### src/hw/cacheGeomPkg.sv
//////////////////////////////////////////////////////////////////////
// Cache geometry: sizes of sets, ways and lines, and the field types
// that split a word address into tag, set index and word select
//////////////////////////////////////////////////////////////////////

package cacheGeomPkg;

  // Organisation of the storage
  localparam int numWays   = 4;
  localparam int numSets   = 16;
  localparam int wordBits  = 32;
  localparam int lineWords = 4;

  // The address counts words, so there are no byte offset bits
  localparam int adrBits     = 12;
  localparam int indexBits   = $clog2(numSets);
  localparam int wordSelBits = $clog2(lineWords);
  localparam int tagBits     = adrBits - indexBits - wordSelBits;
  localparam int wayIdxBits  = $clog2(numWays);

  typedef logic [wordBits-1:0]   wordT;
  typedef logic [tagBits-1:0]    tagT;
  typedef logic [indexBits-1:0]  indexT;
  typedef logic [wayIdxBits-1:0] wayIdxT;

  // Word 0 of a line sits in the low bits
  typedef wordT [lineWords-1:0] lineT;

  // Tag in the upper bits, then the set, then the word within the line
  typedef struct packed {
    tagT                    tag;
    indexT                  index;
    logic [wordSelBits-1:0] wordSel;
  } wordAdrT;

endpackage
### src/hw/cacheOpPkg.sv
//////////////////////////////////////////////////////////////////////
// Cache operations: request and response records and the signals
// exchanged between the controller and the ways
//////////////////////////////////////////////////////////////////////

package cacheOpPkg;

  import cacheGeomPkg::*;

  typedef enum logic [1:0] {
    opLoad     = 2'd0,
    opStore    = 2'd1,
    opRefill   = 2'd2,
    opInvalAll = 2'd3
  } cacheOpT;

  // One request as seen at the cache boundary
  typedef struct packed {
    cacheOpT op;
    wordAdrT adr;
    wordT    wordData;
    lineT    lineData;
  } cacheReqT;

  // Load and store use hit and readWord, a refill fills the victim fields
  typedef struct packed {
    logic hit;
    wordT readWord;
    logic victimDirty;
    tagT  victimTag;
    lineT victimLine;
  } cacheRespT;

  // Broadcast to all ways; each way only writes when its own enable is set
  typedef struct packed {
    indexT                  index;
    tagT                    tag;
    logic [wordSelBits-1:0] wordSel;
    wordT                   wordData;
    lineT                   lineData;
    logic                   writeWord;
    logic                   writeLine;
    logic                   setDirty;
    logic                   invalAll;
  } wayCtrlT;

  // State of the addressed set in one way
  typedef struct packed {
    logic hit;
    logic valid;
    logic dirty;
    tagT  tag;
    lineT line;
  } wayStatT;

endpackage

### src/hw/cacheWay.sv
//////////////////////////////////////////////////////////////////////
// One cache way: tag and word memories plus valid and dirty bits,
// reports hit and the stored line of the addressed set
//////////////////////////////////////////////////////////////////////

`timescale 1ns/1ps

module cacheWay
  import cacheGeomPkg::*;
  import cacheOpPkg::*;
(
  input  logic    clk,
  input  logic    reset,
  input  wayCtrlT ctrl,
  input  logic    wayWrite,
  output wayStatT stat
);

  logic [numSets-1:0] validBits;
  logic [numSets-1:0] dirtyBits;
  indexT              indexQ;
  tagT                readTag;
  lineT               readLine;
  logic [lineWords-1:0] wordWe;

  // Tag memory is written only when a whole line is brought in
  sramArray #(
    .entryT(tagT),
    .depth (numSets)
  ) tagMem_i (
    .clk        (clk),
    .adr        (ctrl.index),
    .writeEnable(wayWrite & ctrl.writeLine),
    .writeData  (ctrl.tag),
    .readData   (readTag)
  );

  // One memory per word so a store touches a single word of the line
  for (genvar w = 0; w < lineWords; w++) begin : wordGen
    assign wordWe[w] = wayWrite &
                       (ctrl.writeLine | (ctrl.writeWord & (ctrl.wordSel == w)));

    sramArray #(
      .entryT(wordT),
      .depth (numSets)
    ) wordMem_i (
      .clk        (clk),
      .adr        (ctrl.index),
      .writeEnable(wordWe[w]),
      .writeData  (ctrl.writeLine ? ctrl.lineData[w] : ctrl.wordData),
      .readData   (readLine[w])
    );
  end

  // Index delayed by one cycle, aligned with the memory outputs
  always_ff @(posedge clk) begin
    indexQ <= ctrl.index;
  end

  // A refill makes the line valid and clean, a store only marks it dirty
  always_ff @(posedge clk) begin
    if (reset) begin
      validBits <= '0;
      dirtyBits <= '0;
    end else if (ctrl.invalAll) begin
      validBits <= '0;
    end else if (wayWrite) begin
      if (ctrl.writeLine) begin
        validBits[ctrl.index] <= 1'b1;
        dirtyBits[ctrl.index] <= 1'b0;
      end else if (ctrl.writeWord && ctrl.setDirty) begin
        dirtyBits[ctrl.index] <= 1'b1;
      end
    end
  end

  always_comb begin
    stat.valid = validBits[indexQ];
    stat.dirty = dirtyBits[indexQ];
    stat.tag   = readTag;
    stat.line  = readLine;
    // Tag compare against the tag held by the controller
    stat.hit   = validBits[indexQ] && (readTag == ctrl.tag);
  end

endmodule

### src/hw/sramArray.sv
//////////////////////////////////////////////////////////////////////
// Single-port memory with a registered read, entry type set by parameter
//////////////////////////////////////////////////////////////////////

`timescale 1ns/1ps

module sramArray #(
  parameter type entryT = logic [31:0],
  parameter int  depth  = 16
) (
  input  logic                     clk,
  input  logic [$clog2(depth)-1:0] adr,
  input  logic                     writeEnable,
  input  entryT                    writeData,
  output entryT                    readData
);

  entryT mem [depth];

  // A write at the same edge is passed straight to the read port,
  // so the output always shows the current content of the entry
  always_ff @(posedge clk) begin
    if (writeEnable) begin
      mem[adr] <= writeData;
      readData <= writeData;
    end else begin
      readData <= mem[adr];
    end
  end

endmodule

### config.mk
export PLATFORM = sky130hd
export DESIGN_NAME = cacheWay
export DESIGN_NICKNAME = d
export VERILOG_FILES = /design/src/hw/cacheGeomPkg.sv /design/src/hw/cacheOpPkg.sv /design/src/hw/cacheWay.sv /design/src/hw/sramArray.sv
export SDC_FILE = /design/constraint.sdc
export NUM_CORES = 2
export LEC_CHECK = 0
export BUFFER_PORTS_ARGS = -buffer_cell sky130_fd_sc_hd__buf_2
export CORE_MARGIN = 2
export CORE_UTILIZATION = 40
export CTS_CLUSTER_SIZE = 25
export DETAILED_ROUTE_END_ITERATION = 10
export GPL_TIMING_DRIVEN = 1
export SYNTH_ARGS = -nofsm -noshare
export SYNTH_HDL_FRONTEND = slang
export SYNTH_SLANG_ARGS = --single-unit
export TNS_END_PERCENT = 1
### constraint.sdc
create_clock -name clk -period 3.1 [get_ports clk]
set_input_delay 0.31 -clock clk [delete_from_list [all_inputs] [get_ports clk]]
set_output_delay 0.31 -clock clk [all_outputs]
set_load 0.02 [all_outputs]
==> results.md <==
* Top delay family on crit path: compound AO/OA/AOI/OAI gates
* Die X at 462 µm
* Largest net degree at the start of global routing at 73
* Layout area overhead at 18.8%
* Setup slack, reg-to-reg at about 2400 ps
* Power Density at 629 nW/µm²
* Die area at between 200,000 and 250,000 µm²
* Endpoints failing setup at between 100 and 150
* Clk_skew at 0 ps
* CP Capture Type: primary output
* R2R depth at 2
* Synth unique cells at between 40 and 50
* CTS Sinks at 2,180
* Final Core Density at 47.7%
* Routed Antenna Nets at 0
* Initial antenna violation count at 36
* Top FF cell, synth: edfxtp_1
* Max Cap Viol at 0
* Min Tclk post-route at roughly 3600 ps
* Maximum vdd drop at 0.000462 V
* Syn Std Cell Area at between 80,000 and 90,000 µm²
* Largest area contributor in the netlist: edfxtp_1
* Crit path kind: flop to primary output
* DRT Wirelength at 229,000 µm
* Setup crit end: stat[136]
* Number of I/O pins at approximately 320
* Sequential share of the synthesized area at approximately 78%
* CTS tree: yes
* Latest clock arrival within the worst-skew pair at about 860 ps
* Fin Hold WS at between 70 and 80 ps
* Leakage at 31.3 nW
* Slowest-stage cell, CP: dfxtp_4
* Ratio of cells with drive above 1 in the final layout at 36.3%
* TritonCTS buffer count at ~210
* Synth area leaders: edfxtp_1, mux4_2, nand2_1, dfxtp_1, nor2_1
* Slew @ Worst Pin at between 1000 and 1500 ps
* Nets at 4,424
* Critical Path Stages at 10
* Tightest Hold Check Type: input pin to flop
* H-tree Lvls at 4
* Critical path origin: indexQ[1]
* Fmax at ~280 MHz
* RSZ-0062 raised after global routing: true
* Setup WS post-layout at -514 ps
* Slowest cell delay on critical path at ~420 ps
* WP data required at 2790 ps
* Crit Path Max Fanout at 6
* DR pass1 iterations at 5
* Buf/Inv on CP at 4
* Post-Syn Area per Cell at approximately 23 µm²
* Count of input and output buffers at 315
* GPL Wtd Cong at around 0.77
* Avg Vias per Cell at 5.58
* Violated checks: negative setup slack
* Worst-path cell chain: buf_12 > buf_16 > mux2_2 > a221oi_2 > o211ai_1 > a21oi_1 > o21ai_1 > nor4b_4 > buf_4 > buf_6
* Top-area cell type share of the netlist area at a little under 80%
* EDFF count, synth at around 2,100
* DR iter-0 viols at about 4,700
* Initial Util at roughly two fifths
* Async SR Flop Fraction at 0%
* Die H at between 400 and 500 µm
* Max Buffers Root-to-Sink at 3
* Clock Tree Root: clkbuf_16
* Multi-input logic area at 18,400 µm²
* Detailed-route wire length per cell at about 32 µm
* Slew Viols, Final at 0
* Endpoints failing hold at 0
* CORE AREA at between 200,000 and 250,000 µm²
* Yosys reg bits at between 2,000 and 2,500
* HPWL after DPL at around 130,000 µm
* Warnings, synthesis at 0
* Number of fill cells at roughly 17,000
* GRT overflow at 0
* Clock slew at reported path FFs at 60 ps
* Global-route wire length before repair at between 300,000 and 400,000 µm
* Total power at roughly 63 mW
* CP arrival at approximately 3300 ps
* Post-synth net total at ~3,800
* Status: finished, violations left
* Rows at roughly 170
* Drt drc at 0
* Total routing usage reported by global routing at between 20% and 30%
* Vias in the first global route at about 41,000
* Fin crit share at 117%
* Synthesized instance count at 3,637
* Startpoint Class: flop
* Sequential Area at ~65,000 µm²
* Max-slew headroom at 13.9%
* Vias post-DR at between 40,000 and 50,000
[cells in the mapped netlist (3+ instances only)]
cell type / number
mux2_2: 10
buf_1: 24
mux2i_1: 39
buf_2: 63
nor2b_1: 18
nand2_1: 272
nor2_1: 121
a21oi_1: 17
xnor2_1: 3
buf_8: 3
o21a_1: 17
nand3_1: 8
a211oi_1: 29
buf_4: 5
mux4_2: 649
o22ai_1: 6
edfxtp_1: 2144
nand2b_1: 36
o21ai_1: 6
dfxtp_1: 36
clkbuf_1: 83
o211ai_1: 4
buf_6: 11
[area by class of cell]
cell class / instances / share of cell area, %
clock buffer: 271 / 5.65
sequential: 2180 / 65.4
antenna: 22 / 0.0553
timing repair buffer: 582 / 5.80
clock inverter: 125 / 1.14
multi-input combinational: 1265 / 18.4
inverter: 3 / 0.0188
tap: 2805 / 3.52
[flip-flops by register name, indices dropped and copies added, names as in the netlist, named ones only]
signal                 count
wordGen.wordMem_i.mem   2048
indexQ                     4
validBits                 16
tagMem_i.mem              96
[cell families (layout without fill, tap and decap cells)]
kind of cell    after synthesis  in the layout  share of synthesized area, %
mux                         698            698                          18.0
flops                      2180           2180                          77.7
other cells                   0             22                             0
compound gates               96             96                         0.800
simple gates                466            466                          2.32
buf+inv                     192            981                          1.12
xor+xnor                      5              5                        0.0523
[per-stage QoR]
step / instances / cell area, µm² / setup WS [ps] / setup TNS [ps]
floorplan: 3637 / 83800 / 302 / 0
global placement: 6788 / 91500 / -127 / -127
detailed placement: 6788 / 91500 / -134 / -134
CTS: 7231 / 99500 / -562 / -58180
global route: 7242 / 99600 / -732 / -61070
finish: 7253 / 99600 / -514 / -46060
[power breakdown]
group          total (mW)  leakage (nW)  switching, mW  internal (mW)
registers            33.1          19.0         0.0970           33.0
logic                4.38          8.98           2.64           1.75
clock network        25.1          3.29           11.0           14.2
[routing by layer]
metal | up-vias | share of wire (%) | global-route usage, %
li1 | 16600 | - | -
met1 | 22000 | 41 | 29.7
met2 | 1482 | 49 | 34.5
met3 | 300 | 7.2 | 4.24
met4 | 18 | 2.9 | 7.01
met5 | - | 0.052 | 0
[worst register-to-register path, delay by kind of cell (launching register included)]
kind	cells	cell delay [ps]
DFF	1	340
and+or+nand+nor	1	50
AOI/OAI and AO/OA	1	230
[worst min path at each step]
stage	slack, ps	to	cells past startpoint	startpoint
after floorplan	340	indexQ[0]	0	ctrl[172]
after global placement	450	validBits[3]	1	validBits[3]
after detailed placement	450	validBits[14]	1	validBits[14]
after CTS	10	wordGen[2].wordMem_i.mem[2][18]	4	ctrl[86]
after global routing	60	wordGen[2].wordMem_i.mem[10][4]	4	ctrl[72]
final	80	wordGen[2].wordMem_i.mem[10][4]	4	ctrl[72]
[cells in the final DEF, fill, tap and decap left out, types with 57 or more instances in the layout]
cell and count:
buf_6 68, nor2_4 64, edfxtp_1 2144, buf_4 121
buf_12 100, mux4_2 649, nand2_1 272, buf_2 255
nor2_1 57, clkbuf_16 216
[what timing repair did]
action / 4_1_cts / 5_1_grt
gates resized for setup: 134 / 25
endpoints found under the setup margin: 134 / 133
buffers inserted: 27 / 0
hold buffers: 12 / 0
pin swaps: 12 / 3
endpoints found under the hold margin: 131 / 0
cloned: 8 / 0
(Power assumes the default switching activity.)
