--- src/hw/cacheGeomPkg.sv ---
//////////////////////////////////////////////////////////////////////
// Cache geometry: sizes of sets, ways and lines, and the field types
// that split a word address into tag, set index and word select
//////////////////////////////////////////////////////////////////////

package cacheGeomPkg;

  // Organisation of the storage
  localparam int numWays   = 4;
  localparam int numSets   = 16;
  localparam int wordBits  = 32;
  localparam int lineWords = 4;

  // The address counts words, so there are no byte offset bits
  localparam int adrBits     = 12;
  localparam int indexBits   = $clog2(numSets);
  localparam int wordSelBits = $clog2(lineWords);
  localparam int tagBits     = adrBits - indexBits - wordSelBits;
  localparam int wayIdxBits  = $clog2(numWays);

  typedef logic [wordBits-1:0]   wordT;
  typedef logic [tagBits-1:0]    tagT;
  typedef logic [indexBits-1:0]  indexT;
  typedef logic [wayIdxBits-1:0] wayIdxT;

  // Word 0 of a line sits in the low bits
  typedef wordT [lineWords-1:0] lineT;

  // Tag in the upper bits, then the set, then the word within the line
  typedef struct packed {
    tagT                    tag;
    indexT                  index;
    logic [wordSelBits-1:0] wordSel;
  } wordAdrT;

endpackage
--- src/hw/cacheOpPkg.sv ---
//////////////////////////////////////////////////////////////////////
// Cache operations: request and response records and the signals
// exchanged between the controller and the ways
//////////////////////////////////////////////////////////////////////

package cacheOpPkg;

  import cacheGeomPkg::*;

  typedef enum logic [1:0] {
    opLoad     = 2'd0,
    opStore    = 2'd1,
    opRefill   = 2'd2,
    opInvalAll = 2'd3
  } cacheOpT;

  // One request as seen at the cache boundary
  typedef struct packed {
    cacheOpT op;
    wordAdrT adr;
    wordT    wordData;
    lineT    lineData;
  } cacheReqT;

  // Load and store use hit and readWord, a refill fills the victim fields
  typedef struct packed {
    logic hit;
    wordT readWord;
    logic victimDirty;
    tagT  victimTag;
    lineT victimLine;
  } cacheRespT;

  // Broadcast to all ways; each way only writes when its own enable is set
  typedef struct packed {
    indexT                  index;
    tagT                    tag;
    logic [wordSelBits-1:0] wordSel;
    wordT                   wordData;
    lineT                   lineData;
    logic                   writeWord;
    logic                   writeLine;
    logic                   setDirty;
    logic                   invalAll;
  } wayCtrlT;

  // State of the addressed set in one way
  typedef struct packed {
    logic hit;
    logic valid;
    logic dirty;
    tagT  tag;
    lineT line;
  } wayStatT;

endpackage

--- src/hw/cacheCtrl.sv ---
//////////////////////////////////////////////////////////////////////
// Cache controller: two-stage request sequencer, way write enables,
// round-robin victim pointers per set and the response register
//////////////////////////////////////////////////////////////////////

`timescale 1ns/1ps

module cacheCtrl
  import cacheGeomPkg::*;
  import cacheOpPkg::*;
(
  input  logic                clk,
  input  logic                reset,
  input  logic                reqValid,
  input  cacheReqT            req,
  input  logic                anyHit,
  input  wayIdxT              hitWay,
  input  wordT                hitWord,
  input  logic                victimDirty,
  input  tagT                 victimTag,
  input  lineT                victimLine,
  output wayCtrlT             ctrl,
  output logic [numWays-1:0]  wayWrite,
  output wayIdxT              victimWay,
  output logic                busy,
  output logic                respValid,
  output cacheRespT           resp
);

  cacheReqT                reqQ;
  logic                    accept;
  logic                    stage1Q;
  logic                    stage2Q;
  wayIdxT [numSets-1:0]    rrPtr;
  cacheRespT               respNext;

  ////////////////////////////////////////////////////////////////////
  // Request sequencing
  ////////////////////////////////////////////////////////////////////

  // Only one request is in flight at a time
  assign busy   = stage1Q | stage2Q;
  assign accept = reqValid & ~busy;

  // Stage 1 waits for the memories, stage 2 writes and answers
  always_ff @(posedge clk) begin
    if (reset) begin
      stage1Q   <= 1'b0;
      stage2Q   <= 1'b0;
      respValid <= 1'b0;
    end else begin
      stage1Q   <= accept;
      stage2Q   <= stage1Q;
      respValid <= stage2Q;
    end
  end

  // The request stays put until the response has been registered
  always_ff @(posedge clk) begin
    if (accept) begin
      reqQ <= req;
    end
  end

  ////////////////////////////////////////////////////////////////////
  // Way control
  ////////////////////////////////////////////////////////////////////

  always_comb begin
    ctrl.index    = reqQ.adr.index;
    ctrl.tag      = reqQ.adr.tag;
    ctrl.wordSel  = reqQ.adr.wordSel;
    ctrl.wordData = reqQ.wordData;
    ctrl.lineData = reqQ.lineData;
    // Write strobes fire only in the second stage
    ctrl.writeWord = stage2Q && (reqQ.op == opStore);
    ctrl.writeLine = stage2Q && (reqQ.op == opRefill);
    ctrl.setDirty  = stage2Q && (reqQ.op == opStore);
    ctrl.invalAll  = stage2Q && (reqQ.op == opInvalAll);
  end

  assign victimWay = rrPtr[reqQ.adr.index];

  // Store hits write the hitting way, refills the pointed victim way
  // A store miss enables no way and so leaves the cache unchanged
  always_comb begin
    wayWrite = '0;
    if (stage2Q) begin
      if (reqQ.op == opStore && anyHit) begin
        wayWrite[hitWay] = 1'b1;
      end else if (reqQ.op == opRefill) begin
        wayWrite[victimWay] = 1'b1;
      end
    end
  end

  // Each set cycles through its ways 0, 1, 2, 3 and back to 0
  always_ff @(posedge clk) begin
    if (reset) begin
      rrPtr <= '0;
    end else if (stage2Q && (reqQ.op == opRefill)) begin
      rrPtr[reqQ.adr.index] <= rrPtr[reqQ.adr.index] + 1'b1;
    end
  end

  ////////////////////////////////////////////////////////////////////
  // Response
  ////////////////////////////////////////////////////////////////////

  always_comb begin
    respNext = '0;
    case (reqQ.op)
      opLoad: begin
        respNext.hit      = anyHit;
        respNext.readWord = hitWord;
      end
      opStore: begin
        respNext.hit = anyHit;
      end
      opRefill: begin
        respNext.victimDirty = victimDirty;
        respNext.victimTag   = victimTag;
        respNext.victimLine  = victimLine;
      end
      default: begin
        respNext = '0;
      end
    endcase
  end

  always_ff @(posedge clk) begin
    if (stage2Q) begin
      resp <= respNext;
    end
  end

endmodule

--- config.mk ---
export PLATFORM = sky130hd
export DESIGN_NAME = cacheCtrl
export DESIGN_NICKNAME = d
export VERILOG_FILES = /design/src/hw/cacheGeomPkg.sv /design/src/hw/cacheOpPkg.sv /design/src/hw/cacheCtrl.sv
export SDC_FILE = /design/constraint.sdc
export NUM_CORES = 1
export LEC_CHECK = 0
export BUFFER_PORTS_ARGS = -buffer_cell sky130_fd_sc_hd__buf_2
export CORE_AREA = 2 2 270 272
export DETAILED_ROUTE_END_ITERATION = 12
export DIE_AREA = 0 0 272 274
export PLACE_DENSITY = 0.46
export SYNTH_ARGS = -nofsm -noshare
export SYNTH_HDL_FRONTEND = slang
export SYNTH_SLANG_ARGS = --single-unit
--- constraint.sdc ---
create_clock -name clk -period 13.9 [get_ports clk]
set_clock_uncertainty 0.2 [all_clocks]
set_input_delay 0.695 -clock clk [delete_from_list [all_inputs] [get_ports clk]]
set_output_delay 0.695 -clock clk [all_outputs]
set_load 0.02 [all_outputs]
==> summary.md <==
| Metric | Value |
|---|---|
| Die area | 0.0745 mm^2 |
| Crit-path leading delay family | buffers and inverters |
| DR WL/cell | 17.3 um |
| Net Sw Power | 613 uW |
| Chip width | 272 um |
| Share of cells above drive strength 1 | 52.6% |
| Internal cell power | 2.01 mW |
| Initial antenna violation count | 5 |
| HPWL Detailed | 31500 um |
| Row cnt | 99 |
| Vias per cell | 3.73 |
| Crit-path max FO | 75 |
| Synth Instances | 909 |
| Clock sink count | 377 |
| CORE AREA | 0.0720 mm^2 |
| Final core occ | 26.8% |
| Area of the multi-input gates | 0.00214 mm^2 |
| Vias | 9096 |
| DRT iter0 DRCs | 490 |
| CP Data Required Time | 13.88 ns |
| Max rail drop VDD | 0.0893 mV |
| All-Layer GR Usage | 10.4% |
| Final setup viols | 0 |
| Worst-path clk slew | 0.06 ns |
| Mean area per synthesized cell | 16.0 um^2 |
| Final Wtd Congestion | 0.809 |
| Crit path top cell by count | buf_4 |
| Comb pwr share | 7.7% |
| Fillers | 7522 |
| First-pass GRT wire length | 58800 um |
| Largest net degree at the start of global routing | 97 |
| CP Class | register to register |
| DRC violation count after routing | 0 |
| Area leader, netlist | edfxtp_1 |
| Drt pass-1 iters | 4 |
| Fin Setup TNS | 0 ns |
| CTS Buf Count | 44 |
| Post-CTS Setup Bufs | 0 |
| I/O pins | 699 |
| Min Tclk post-route | 3.98 ns |
| CP bufs+invs | 2 |
| Met3 wire length | 4490 um |
| P_leak | 7.89 nW |
| CTS tree | built |
| PD cells | 136 mW/mm^2 |
| Sw Ratio | 23.4% |
| Slew Limit Headroom | 34.4% |
| Syn Nets | 1260 |
| Number of synthesized flops with an enable pin | 342 |
| Post-synth top area share | 70.5% |
| Sequential Area | 0.0110 mm^2 |
| Starting Density | 20.2% |
| Max-capacitance violation count | 0 |
| Clk buf depth | 3 |
| RSZ-0062 raised after global routing | false |
| Crit path DAT | 3.96 ns |
| Worst path slowest cell | buf_4 |
| Final worst-path cycle share | 28.6% |
| Worst path max stage delay | 0.85 ns |
| Reg power frac | 49.9% |
| Synth area leaders | edfxtp_1, buf_4, and2_1, dfxtp_1, a21oi_1 |
| Startpoint types | register |
| Congestion Overflow GR | 0 |
| Clk pwr share | 42.4% |
| Htree depth | 2 |
| Status | finished clean |
| Worst Tran Pin Value | 0.983 ns |
| CTS root buf | clkbuf_16 |
| Final Max Tran Viols | 0 |
| Final Hold Vio Count | 0 |
| Vias in the first global route | 9259 |
| Synth-to-Final Area Change | 32.2% |
| Yosys warnings | 0 |
| ANT nets after route | 0 |
| Post-synthesis sequential area ratio | 75.3% |
| Post-synth top flop | edfxtp_1 |
| Total Power | 2.62 mW |
| Met1 wire length | 15200 um |
| Critical path cell sequence | or2_2 > nor2_4 > buf_4 > buf_4 |
| Max frequency | 251 MHz |
| Unique masters post-synth | 34 |
| Async SR Flop Fraction | 0% |
| Fin Hold WS | 0.105 ns |
| CTS Hold Bufs | 0 |
| Final wirelength | 42200 um |
| Port Buffers | 698 |
| Yosys reg bits | 377 |
| Die Height | 274 um |
| Hold crit path type | input port to register |
| Nets | 1797 |
| Met2 wire len | 21500 um |
| Highest Signal Layer | met5 |
| FF-to-FF setup slack | 9.92 ns |
| Post-Syn Area | 0.0146 mm^2 |
| Crit path capture type | register |
| Post-CTS sizing | 0 |
| Clk_lat worst skew | 0.56 ns |
path summary, 6_finish.rpt:
path,start,endpoint,depth (start not counted)
worst min register to register,stage1Q$_SDFF_PP0_,stage2Q$_SDFF_PP0_,1
worst max-delay path,stage2Q$_SDFF_PP0_,ctrl[79]$_DFFE_PP_,4
worst max register to register,stage2Q$_SDFF_PP0_,ctrl[79]$_DFFE_PP_,4
worst min-delay path,req[41],ctrl[45]$_DFFE_PP_,1
per-layer routing:
metal	track usage (%)	vias to the layer above
li1	-	4181
met1	11.4	4381
met2	18.2	473
met3	4.40	55
met4	3.37	6
met5	0	-
through the flow:
stage,instance area [um^2],setup WS [ns],std cells
floorplan,14600,2.66,909
global placement,17900,9.95,2359
detailed placement,17900,9.83,2359
CTS,19300,9.83,2439
global route,19300,9.62,2441
finish,19300,9.92,2441
state kept, by name (all words and copies together) (netlist names):
name / cells
stage1Q: 1
rrPtr: 32
stage2Q: 1
resp: 168
respValid: 1
ctrl: 172
reqQ: 2
logic make-up after synthesis:
kind of cell	count (synthesis)	synth area share, %
multiplexers	8	1.31
AO/OA/AOI/OAI	68	2.76
flip-flops	377	75.3
buffers and inverters	217	10.1
AND/OR/NAND/NOR	235	10.1
adder cells (fa/ha/maj)	4	0.344
power groups by stage:
stage / Combinational [mW] / Sequential [mW] / Clock [mW]
2_1_floorplan: 0.123 / 1.35 / 0
3_3_place_gp: 0.204 / 1.33 / 0
3_5_place_dp: 0.206 / 1.33 / 0
4_1_cts: 0.206 / 1.31 / 1.16
5_1_grt: 0.218 / 1.31 / 1.20
6_report: 0.201 / 1.31 / 1.11
synthesized netlist by cell type (all sizes together) (2+ instances only):
cell type	instances
o21ai	19
and2	168
nand4	2
clkbuf	36
or3b	3
or3	4
a21oi	32
ha	4
nand3	20
dfxtp	35
mux4	8
nand4b	2
o2bb2ai	2
and3b	4
edfxtp	342
a311oi	13
a21o	2
nor3b	3
nand3b	7
nor2b	4
and4	2
nand2	2
inv	2
and3	2
buf	179
nor2	4
nor3	4
cell usage in the layout, fill, tap and decap left out, types with 3 or more instances in the layout:
| cell type | synthesis | layout |
|---|---|---|
| buf_2 | 5 | 698 |
| edfxtp_1 | 342 | 342 |
| and2_1 | 168 | 168 |
| clkbuf_16 | 0 | 44 |
| dfxtp_1 | 35 | 34 |
| a21oi_1 | 32 | 32 |
| nand3_1 | 20 | 20 |
| o21ai_0 | 19 | 19 |
| a311oi_1 | 13 | 13 |
| clkinv_1 | 0 | 11 |
| clkbuf_1 | 36 | 9 |
| buf_4 | 173 | 8 |
| nand3b_1 | 7 | 7 |
| clkinv_2 | 0 | 6 |
| mux4_2 | 5 | 5 |
| nor3_1 | 4 | 4 |
| and3b_1 | 4 | 4 |
| or3_1 | 4 | 4 |
| ha_1 | 4 | 4 |
| mux4_1 | 3 | 3 |
| nor2_1 | 4 | 3 |
| nor3b_1 | 3 | 3 |
| or3b_2 | 3 | 3 |
| nor2b_1 | 4 | 3 |
| clkinv_8 | 0 | 3 |
| bufinv_16 | 0 | 3 |
area by class of cell:
type                            count  share of cell area, %
Clock inverter                     26                   1.21
Sequential cell                   377                   57.0
Tap cell                          959                   6.23
Antenna cell                        2                 0.0260
Multi-Input combinational cell    315                   11.1
Clock buffer                       54                   5.96
Inverter                            2                 0.0390
Timing Repair Buffer              706                   18.4
Note: power is estimated with default switching activity, not from simulation.
