--- src/hw/cacheGeomPkg.sv ---
//////////////////////////////////////////////////////////////////////
// Cache geometry: sizes of sets, ways and lines, and the field types
// that split a word address into tag, set index and word select
//////////////////////////////////////////////////////////////////////

package cacheGeomPkg;

  // Organisation of the storage
  localparam int numWays   = 4;
  localparam int numSets   = 16;
  localparam int wordBits  = 32;
  localparam int lineWords = 4;

  // The address counts words, so there are no byte offset bits
  localparam int adrBits     = 12;
  localparam int indexBits   = $clog2(numSets);
  localparam int wordSelBits = $clog2(lineWords);
  localparam int tagBits     = adrBits - indexBits - wordSelBits;
  localparam int wayIdxBits  = $clog2(numWays);

  typedef logic [wordBits-1:0]   wordT;
  typedef logic [tagBits-1:0]    tagT;
  typedef logic [indexBits-1:0]  indexT;
  typedef logic [wayIdxBits-1:0] wayIdxT;

  // Word 0 of a line sits in the low bits
  typedef wordT [lineWords-1:0] lineT;

  // Tag in the upper bits, then the set, then the word within the line
  typedef struct packed {
    tagT                    tag;
    indexT                  index;
    logic [wordSelBits-1:0] wordSel;
  } wordAdrT;

endpackage
--- src/hw/cacheOpPkg.sv ---
//////////////////////////////////////////////////////////////////////
// Cache operations: request and response records and the signals
// exchanged between the controller and the ways
//////////////////////////////////////////////////////////////////////

package cacheOpPkg;

  import cacheGeomPkg::*;

  typedef enum logic [1:0] {
    opLoad     = 2'd0,
    opStore    = 2'd1,
    opRefill   = 2'd2,
    opInvalAll = 2'd3
  } cacheOpT;

  // One request as seen at the cache boundary
  typedef struct packed {
    cacheOpT op;
    wordAdrT adr;
    wordT    wordData;
    lineT    lineData;
  } cacheReqT;

  // Load and store use hit and readWord, a refill fills the victim fields
  typedef struct packed {
    logic hit;
    wordT readWord;
    logic victimDirty;
    tagT  victimTag;
    lineT victimLine;
  } cacheRespT;

  // Broadcast to all ways; each way only writes when its own enable is set
  typedef struct packed {
    indexT                  index;
    tagT                    tag;
    logic [wordSelBits-1:0] wordSel;
    wordT                   wordData;
    lineT                   lineData;
    logic                   writeWord;
    logic                   writeLine;
    logic                   setDirty;
    logic                   invalAll;
  } wayCtrlT;

  // State of the addressed set in one way
  typedef struct packed {
    logic hit;
    logic valid;
    logic dirty;
    tagT  tag;
    lineT line;
  } wayStatT;

endpackage

--- src/hw/wayMerge.sv ---
//////////////////////////////////////////////////////////////////////
// Way merge: AND-OR combination of the way outputs into hit data,
// plus selection of the victim way's dirty bit, tag and line
//////////////////////////////////////////////////////////////////////

`timescale 1ns/1ps

module wayMerge
  import cacheGeomPkg::*;
  import cacheOpPkg::*;
(
  input  wayStatT [numWays-1:0]   stats,
  input  wayIdxT                  victimWay,
  input  logic [wordSelBits-1:0]  wordSel,
  output logic                    anyHit,
  output wayIdxT                  hitWay,
  output wordT                    hitWord,
  output logic                    victimDirty,
  output tagT                     victimTag,
  output lineT                    victimLine
);

  lineT    hitLine;
  wayStatT victimStat;

  // At most one way hits, so OR-ing the masked lines acts as a mux
  always_comb begin
    anyHit  = 1'b0;
    hitWay  = '0;
    hitLine = '0;
    for (int w = 0; w < numWays; w++) begin
      anyHit  = anyHit | stats[w].hit;
      hitLine = hitLine | (stats[w].line & {$bits(lineT){stats[w].hit}});
      if (stats[w].hit) begin
        hitWay = hitWay | wayIdxT'(w);
      end
    end
  end

  // Zero on a miss since no line passes the mask
  assign hitWord = hitLine[wordSel];

  ////////////////////////////////////////////////////////////////////
  // Victim selection
  ////////////////////////////////////////////////////////////////////

  assign victimStat = stats[victimWay];

  // An invalid way holds nothing worth writing back
  assign victimDirty = victimStat.valid & victimStat.dirty;
  assign victimTag   = victimStat.tag;
  assign victimLine  = victimStat.line;

endmodule

--- config.mk ---
export PLATFORM = sky130hd
export DESIGN_NAME = wayMerge
export DESIGN_NICKNAME = d
export VERILOG_FILES = /design/src/hw/cacheGeomPkg.sv /design/src/hw/cacheOpPkg.sv /design/src/hw/wayMerge.sv
export SDC_FILE = /design/constraint.sdc
export NUM_CORES = 1
export LEC_CHECK = 0
export BUFFER_PORTS_ARGS = -buffer_cell sky130_fd_sc_hd__clkbuf_2
export CAP_MARGIN = 20
export CELL_PAD_IN_SITES_DETAIL_PLACEMENT = 0
export CELL_PAD_IN_SITES_GLOBAL_PLACEMENT = 1
export CORE_AREA = 2 2 282 284
export DETAILED_ROUTE_END_ITERATION = 10
export DIE_AREA = 0 0 284 286
export PLACE_DENSITY = 0.41
export SYNTH_ARGS = -nofsm -noshare
export SYNTH_HDL_FRONTEND = slang
export SYNTH_SLANG_ARGS = --single-unit
--- constraint.sdc ---
create_clock -name vclk -period 1.5
set_input_delay 0.15 -clock vclk [all_inputs]
set_output_delay 0.15 -clock vclk [all_outputs]
set_load 0.005 [all_outputs]
==> flow_metrics.py, run 1 <==
metrics = {
    "outcome": {
        "status": "finished, violations left",
        "violations": "setup timing",
    },
    "finish": {
        "fill_cells": 8881,
        "n_clock_buffer": 0,
        "layout_commonest_cell": "clkbuf_2",
        "fin_nets": 2023,
        "syn2layout_area_growth_pct": 126,
        "seq_area_um2": 0,
        "seq_cells": 0,
        "mostFrequentLayoutCells": "701 x clkbuf_2, 157 x a22oi_1, 134 x mux4_2",
        "drive_gt1_frac": 0.842,
        "final_area_um2": 14900,
        "final_util": 0.190,
    },
    "timing": {
        "maxSlewViolCount": 0,
        "period_minus_slack_ps": 1630,
        "setup_viol": 29,
        "setup_ws_ps": -129,
        "finalCritPeriodShare": 1.09,
        "fmax_ghz": 0.614,
        "hold_viol": 0,
        "rsz0062_at_grt": "yes",
        "relSlewSlack": 0.727,
        "worst_pin_slew_ps": 409,
    },
    "power": {
        "seqPwrFrac": 0,
        "worst_ir_drop_vdd_v": 0.000154,
        "switching_share": 0.469,
        "p_clk_frac": 0,
        "switchingPower_mw": 2.33,
        "internal-power_mw": 2.64,
        "p_leak_nw": 6.43,
        "power_density_nw_per_um2": 334,
        "comb_power_share": 1.000,
    },
    "worst_setup_path": {
        "cp_common_cell": "buf_16",
        "end_kind": "primary output",
        "worst_path_largest_cell_delay_ps": 210,
        "critical_path_class": "in -> out",
        "cp_max_fo": 8,
        "arrival_ps": 1480,
        "path_delay_family": "buffers and inverters",
        "path_buf_inv": 5,
        "slowest_stage": "and3_4",
        "crit_path_cell_trace": "buf_16, buf_16, buf_12, buf_16, a22oi_2, and3_4, a21oi_2, and3_1, buf_2",
        "cp.required_ps": 1350,
        "cp-start-kind": "input pin",
    },
    "worst_hold_path": {
        "hp-class": "in -> out",
    },
    "global_route": {
        "track_usage": 0.146,
        "grt_remaining_overflow": 0,
        "grt_pass1_vias": 11600,
        "antenna_found_initial": 15,
        "grt_max_degree": 27,
        "grt_first_pass_wirelength_mm": 86.9,
    },
    "drt": {
        "drc": 0,
        "ant_nets": 0,
        "wl_per_cell_um": 25.4,
        "wl_mm": 64.1,
        "drt_iter0_drc": 561,
        "first_pass_iters": 5,
        "via_per_inst": 4.30,
        "vias": 10900,
    },
    "place": {
        "placed_area_um2": 12400,
        "dp_hpwl_mm": 51.7,
        "port_buffers": 722,
        "place_congestion": 0.932,
        "dp_slack_ps": -835,
    },
    "floorplanning": {
        "num_rows": 103,
        "ioPinCount": 722,
        "core_um2": 78400,
        "start_util": 0.0839,
        "dieArea_um2": 81200,
        "die_y_um": 286,
        "die_w_um": 284,
    },
    "logic_synthesis": {
        "avgSynthCellArea_um2": 9.93,
        "synthDistinctLibCells": 21,
        "synth-seq-area-share": 0,
        "yosysWarnings": 0,
        "syn_area_um2": 6580,
        "synth_nets": 1214,
        "synthCells": 662,
    },
    "job": {
        "drv_cap": 0,
    },
    "clocking": {
        "holdBufCountCts": 0,
    },
}
## power by group through the flow
stage          Combinational, mW    Clock (mW)  Sequential [mW]
4_1_cts                     4.81             0                0
3_5_place_dp                4.11             0                0
5_1_grt                     5.29  0.0000000759                0
2_1_floorplan               1.67             0                0
6_report                    4.97   0.000000148                0
3_3_place_gp                4.13             0                0
## path summary, 6_finish.rpt
path,depth (start not counted),from,slack (ps),end
max,9,stats[136],-130,hitWord[28]
min,3,stats[402],690,victimTag[0]
## cell type report
class	count	area [µm²]	area share
multi-input combinational	564	7270	0.489
tap	1050	1310	0.0884
antenna	4	10.0	0.000673
timing repair buffer	905	6270	0.422
## worst min-delay path, delay by kind of cell
family,cells,cell delay (ps)
buf+inv,2,170
mux,1,210
## metal layers
metal  global-route usage  vias up  wire (µm)
li1                     -     4666          -
met1                0.193     5460      27200
met2                0.244      640      30300
met3               0.0310       78       4770
met4               0.0293       12       1710
met5                    0        -         74
## cells in the mapped netlist, drive strengths merged
cell / count / area (µm²)
a21oi: 33 / 165
clkbuf: 4 / 15.0
a311oi: 1 / 8.76
buf: 94 / 622
mux4: 134 / 3020
or2: 2 / 12.5
nor2: 3 / 13.8
and3: 64 / 400
nand2: 3 / 11.3
a221oi: 32 / 280
a31oi: 1 / 6.26
nor2b: 2 / 15.0
or3: 1 / 6.26
a22oi: 224 / 1680
nand3: 64 / 320
## metrics by stage
step           std cells  TNS, ps  power [mW]  hold WS [ps]
6_report            2523    -1520        4.97           690
3_3_place_gp        2494    -8960        4.13           674
5_1_grt             2521    -2870        5.29           707
3_5_place_dp        2494    -9380        4.11           693
4_1_cts             2522    -2860        4.81           695
2_1_floorplan        662        0        1.67           498
## kinds of logic after synthesis
family | Yosys count | share of synthesized area
AOI/OAI and AO/OA | 291 | 0.326
and+or+nand+nor | 139 | 0.119
muxes | 134 | 0.459
buffers and inverters | 98 | 0.0968
## what timing repair did
action / in CTS / in global routing
setup endpoints to repair: 40 / 37
gates cloned: 21 / 3
gates resized for setup: 220 / 122
pin swaps: 66 / 48
setup buffers: 17 / 4
No activity file was read; power rests on OpenSTA's default activity.
==> run 2, diff against run 1 <==
Settings changed: ABC_AREA set to 1, CORE_AREA 2 2 282 284 to 2 2 279 281, DIE_AREA 0 0 284 286 to 0 0 281 283, PLACE_DENSITY 0.41 to 0.51.
==> run 2 against run 1 <==
Against the previous run:
- the flow now finishes without violations
- worst hold slack got worse by 49 ps
- combinational power up 9.3%
- first-iteration DRC count up 36%
==> flow_metrics.py, run 2 <==
metrics = {
    "timing": {
        "relSlewSlack": 0.736,
        "setup_total_negative_slack_ps": 0,
        "finalCritPeriodShare": 0.983,
        "maxSlewViolCount": 0,
        "rsz0062_at_grt": "yes",
        "hold_viol": 0,
        "setup_viol": 0,
        "fmax_ghz": 0.678,
        "period_minus_slack_ps": 1470,
        "setup_ws_ps": 25.6,
        "worst_pin_slew_ps": 395,
    },
    "worst_setup_path": {
        "cp-start-kind": "input pin",
        "cp_max_fo": 14,
        "arrival_ps": 1320,
        "cp.required_ps": 1350,
        "end_kind": "primary output",
        "critical_path_class": "in -> out",
    },
    "finish": {
        "seq_cells": 0,
        "mostFrequentLayoutCells": "707 x clkbuf_2, 591 x nand2_1, 327 x nor2_1",
        "fin_nets": 3245,
        "layout_commonest_cell": "clkbuf_2",
        "seq_area_um2": 0,
        "n_clock_buffer": 0,
        "final_util": 0.208,
        "drive_gt1_frac": 0.392,
        "syn2layout_area_growth_pct": 89.0,
    },
    "logic_synthesis": {
        "syn_area_um2": 8440,
        "yosysWarnings": 0,
        "yosysTopAreaCell": "nand2_1",
        "synthCells": 1905,
        "synth_area_leaders": "nand2_1 27%, nor2_1 15%, o21ai_0 12%, o22ai_1 9.9%, nand3_1 7.9%",
        "synth-seq-area-share": 0,
        "avgSynthCellArea_um2": 4.43,
        "yosysTopAreaCellShare": 0.271,
        "synthDistinctLibCells": 19,
        "synth_nets": 2457,
        "yosysMostFrequentCell": "nand2_1",
        "synthTopCellsByCount": "609 x nand2_1, 332 x nor2_1, 194 x o21ai_0, 134 x nand3_1, 134 x o22ai_1",
    },
    "worst_hold_path": {
        "hp-class": "in -> out",
    },
    "global_route": {
        "antenna_found_initial": 8,
        "grt_pass1_vias": 15500,
        "grt_max_degree": 63,
        "grt_first_pass_wirelength_mm": 110,
        "track_usage": 0.187,
        "grt_remaining_overflow": 0,
    },
    "floorplanning": {
        "core_um2": 76700,
        "start_util": 0.110,
        "num_rows": 102,
        "ioPinCount": 722,
        "die_w_um": 281,
        "dieArea_um2": 79500,
        "die_y_um": 283,
    },
    "place": {
        "port_buffers": 722,
        "dp_slack_ps": -401,
        "place_congestion": 0.859,
        "dp_hpwl_mm": 66.7,
    },
    "drt": {
        "first_pass_iters": 5,
        "vias": 15800,
        "drt_iter0_drc": 763,
        "wl_mm": 83.4,
        "drc": 0,
        "wl_per_cell_um": 22.4,
        "via_per_inst": 4.24,
        "ant_nets": 0,
    },
    "power": {
        "p_leak_nw": 8.75,
        "worst_ir_drop_vdd_v": 0.000130,
        "p_total_mw": 5.43,
        "power_density_nw_per_um2": 341,
    },
    "job": {
        "drv_cap": 0,
    },
    "outcome": {
        "status": "completed",
    },
}
run 2: metrics by stage:
step | hold slack (ps) | instances | area, µm²
6_report | 642 | 3732 | 16000
5_1_grt | 662 | 3732 | 16000
4_1_cts | 640 | 3704 | 15100
3_5_place_dp | 639 | 3699 | 14600
3_3_place_gp | 642 | 3699 | 14600
2_1_floorplan | 455 | 1905 | 8440
run 2: metal layers:
metal | routed length, µm | part of all wire | track usage | up-vias
met4 | 1280 | 0.015 | 0.0262 | 8
met1 | 35300 | 0.42 | 0.234 | 7276
li1 | - | - | - | 7829
met5 | 43 | 0.00052 | 0 | -
met3 | 4590 | 0.055 | 0.0228 | 53
met2 | 42200 | 0.51 | 0.344 | 666
run 2: logic make-up (layout without fill, tap and decap cells):
logic type / after synthesis / count (layout) / synth area share
and+or+nand+nor: 1078 / 1078 / 0.500
buffers and inverters: 297 / 1083 / 0.166
AOI/OAI and AO/OA: 530 / 530 / 0.334
other: 0 / 1 / 0
run 2: path summary, 6_finish.rpt:
| check | startpoint | to | cells past startpoint |
|---|---|---|---|
| worst max-delay path | wordSel[0] | hitWord[21] | 10 |
| worst min-delay path | stats[133] | victimTag[5] | 4 |
run 2: power by group:
group / switching, mW / leakage [nW] / internal, mW
sequential: 0 / 0 / 0
combinational: 3.06 / 8.75 / 2.38
clock: 0 / 0.00000634 / 0.0000000894
run 2: layout make-up:
class,count,area [µm²]
multi-input combinational,1608,7540
tap,1040,1300
inverter,133,527
timing repair buffer,950,6580
antenna,1,2.50
fill,9088,60700
run 2: critical path: stages:
cell      delay (ps)
buf_12           110
clkinv_8          70
buf_12           150
buf_12           150
a21oi_1          150
nand3_2          130
nand3_2           90
buf_6            130
nand2_1           70
clkbuf_2         110
run 2: timing repair:
action / 4_1_cts / 5_1_grt
pin swaps: 19 / 22
cloned: 5 / 14
gates resized for setup: 80 / 98
hold buffers: 0 / 0
setup endpoints to repair: 33 / 53
setup buffers: 3 / 14
==> run 3, diff against run 2 <==
Settings changed: GPL_TIMING_DRIVEN set to 0, PLACE_DENSITY 0.51 to 0.46.
==> run 3 against run 2 <==
Against the previous run:
- the run now ends with setup timing left
- first-iteration DRC count is 32% higher
- wire length is 33% higher
- largest cell class unchanged
- design area is 2.4% higher
- final cell count is 0.91% lower
- flip-flop and latch count stayed put
- worst hold slack better by 2.3 ps
- critical path type unchanged
- clock-buffer cell count stayed put
==> flow_metrics.py, run 3 (synthesized netlist as in run 2, its figures left out) <==
metrics = {
    "outcome": {
        "status": "finished, violations left",
        "violations": "setup timing",
    },
    "drt": {
        "vias": 16500,
        "drc": 0,
        "wl_mm": 111,
        "via_per_inst": 4.45,
        "first_pass_iters": 5,
        "wl_per_cell_um": 30.0,
        "drt_iter0_drc": 1004,
        "ant_nets": 0,
    },
    "finish": {
        "mostFrequentLayoutCells": "697 x clkbuf_2, 589 x nand2_1, 314 x nor2_1",
        "fill_cells": 9241,
        "drive_gt1_frac": 0.407,
        "seq_area_um2": 0,
        "fin_nets": 3205,
        "final_util": 0.213,
        "seq_cells": 0,
        "n_clock_buffer": 0,
        "syn2layout_area_growth_pct": 93.6,
        "layout_commonest_cell": "clkbuf_2",
    },
    "worst_setup_path": {
        "cp-start-kind": "input pin",
        "crit_path_cell_trace": "buf_16, buf_16, inv_16, buf_16, buf_12, o21ai_4, o22ai_4, buf_2",
        "critical_path_class": "in -> out",
        "end_kind": "primary output",
        "cp_max_fo": 8,
        "cp_common_cell": "buf_16",
        "arrival_ps": 1430,
        "worst_path_largest_cell_delay_ps": 250,
        "cp.required_ps": 1350,
        "slowest_stage": "o22ai_4",
    },
    "timing": {
        "rsz0062_at_grt": "yes",
        "whs_ps": 644,
        "relSlewSlack": 0.649,
        "worst_pin_slew_ps": 526,
        "setup_ws_ps": -76.2,
        "finalCritPeriodShare": 1.05,
        "period_minus_slack_ps": 1580,
        "hold_viol": 0,
        "maxSlewViolCount": 0,
        "setup_viol": 6,
        "fmax_ghz": 0.634,
    },
    "floorplanning": {
        "start_util": 0.110,
        "dieArea_um2": 79500,
        "core_um2": 76700,
        "num_rows": 102,
        "die_w_um": 281,
        "ioPinCount": 722,
        "die_y_um": 283,
    },
    "global_route": {
        "antenna_found_initial": 14,
        "grt_max_degree": 11,
        "grt_remaining_overflow": 0,
        "grt_pass1_vias": 16600,
        "grt_first_pass_wirelength_mm": 145,
        "track_usage": 0.264,
    },
    "power": {
        "switchingPower_mw": 3.69,
        "power_density_nw_per_um2": 371,
        "worst_ir_drop_vdd_v": 0.0000954,
        "p_clk_frac": 0,
        "switching_share": 0.608,
        "comb_power_share": 1.000,
        "p_leak_nw": 8.73,
        "internal-power_mw": 2.38,
        "seqPwrFrac": 0,
    },
    "place": {
        "dp_hpwl_mm": 89.2,
        "port_buffers": 715,
        "place_congestion": 0.898,
    },
    "job": {
        "drv_cap": 0,
    },
    "worst_hold_path": {
        "hp-class": "in -> out",
    },
}
==> run 3: changes by cell type in the layout (fill, tap and decap cells not counted), moves of 17 or more <==
| cell | previous run | this run |
|---|---|---|
| buf_4 | 143 | 22 |
| o22ai_1 | 131 | 93 |
| o22ai_2 | 3 | 40 |
| buf_2 | 4 | 35 |
| buf_8 | 2 | 24 |
| nand3_4 | 10 | 32 |
| o21ai_0 | 191 | 170 |
| nand3_2 | 40 | 20 |
| o21ai_2 | 0 | 19 |
| clkbuf_4 | 2 | 19 |
==> run 3: final cells by class <==
class	count	area (µm²)	area share
multi-input cells	1608	8110	0.496
repair buffers	746	4170	0.255
plain buffers	163	2190	0.134
well taps	1040	1300	0.0796
inverters	133	543	0.0332
diodes	7	17.5	0.00107
repair inverters	1	8.76	0.000536
==> run 3: routing by layer <==
layer | GRT usage | wire length [µm] | share of wire | up-vias
li1 | - | - | - | 7776
met1 | 0.326 | 46100 | 0.41 | 7838
met2 | 0.481 | 55900 | 0.50 | 762
met3 | 0.0421 | 7140 | 0.064 | 78
met4 | 0.0479 | 1900 | 0.017 | 12
met5 | 0 | 79 | 0.00071 | -
==> run 3: power by group through the flow <==
stage | registers, mW | clock network, mW | logic, mW
detailed placement | 0 | 0 | 5.07
floorplan | 0 | 0 | 1.99
global route | 0 | 0.000000359 | 6.49
CTS | 0 | 0 | 5.90
global placement | 0 | 0 | 5.07
finish | 0 | 0.000000594 | 6.06
==> run 3: per-stage QoR <==
stage	instances	worst slack [ps]	total power, mW	setup TNS, ps	area [µm²]
after floorplan	1905	410	1.99	0	8440
after global placement	3660	-1420	5.07	-99750	13300
after detailed placement	3666	-1190	5.07	-96580	13400
after CTS	3687	-98.8	5.90	-2200	15800
after global routing	3695	-70.8	6.49	-845	16300
final	3698	-76.2	6.06	-190	16300
==> run 3: worst paths after layout <==
check,startpoint,endpoint,cells after the start
setup / recovery,victimWay[0],victimLine[85],8
hold / removal,stats[128],victimTag[0],4
==> run 3: worst max-delay path: cells and delay by family <==
| kind | cells | cell delay [ps] |
|---|---|---|
| AO/OA/AOI/OAI | 2 | 310 |
| buffers and inverters | 6 | 920 |
==> run 3: repair_timing <==
| item | 4_1_cts | 5_1_grt |
|---|---|---|
| hold endpoints to repair | 0 | 0 |
| setup endpoints to repair | 169 | 136 |
| hold buffers | 0 | 0 |
| resized for setup | 514 | 186 |
| gates cloned | 9 | 4 |
| buffers inserted | 13 | 3 |
| pin swaps | 48 | 44 |
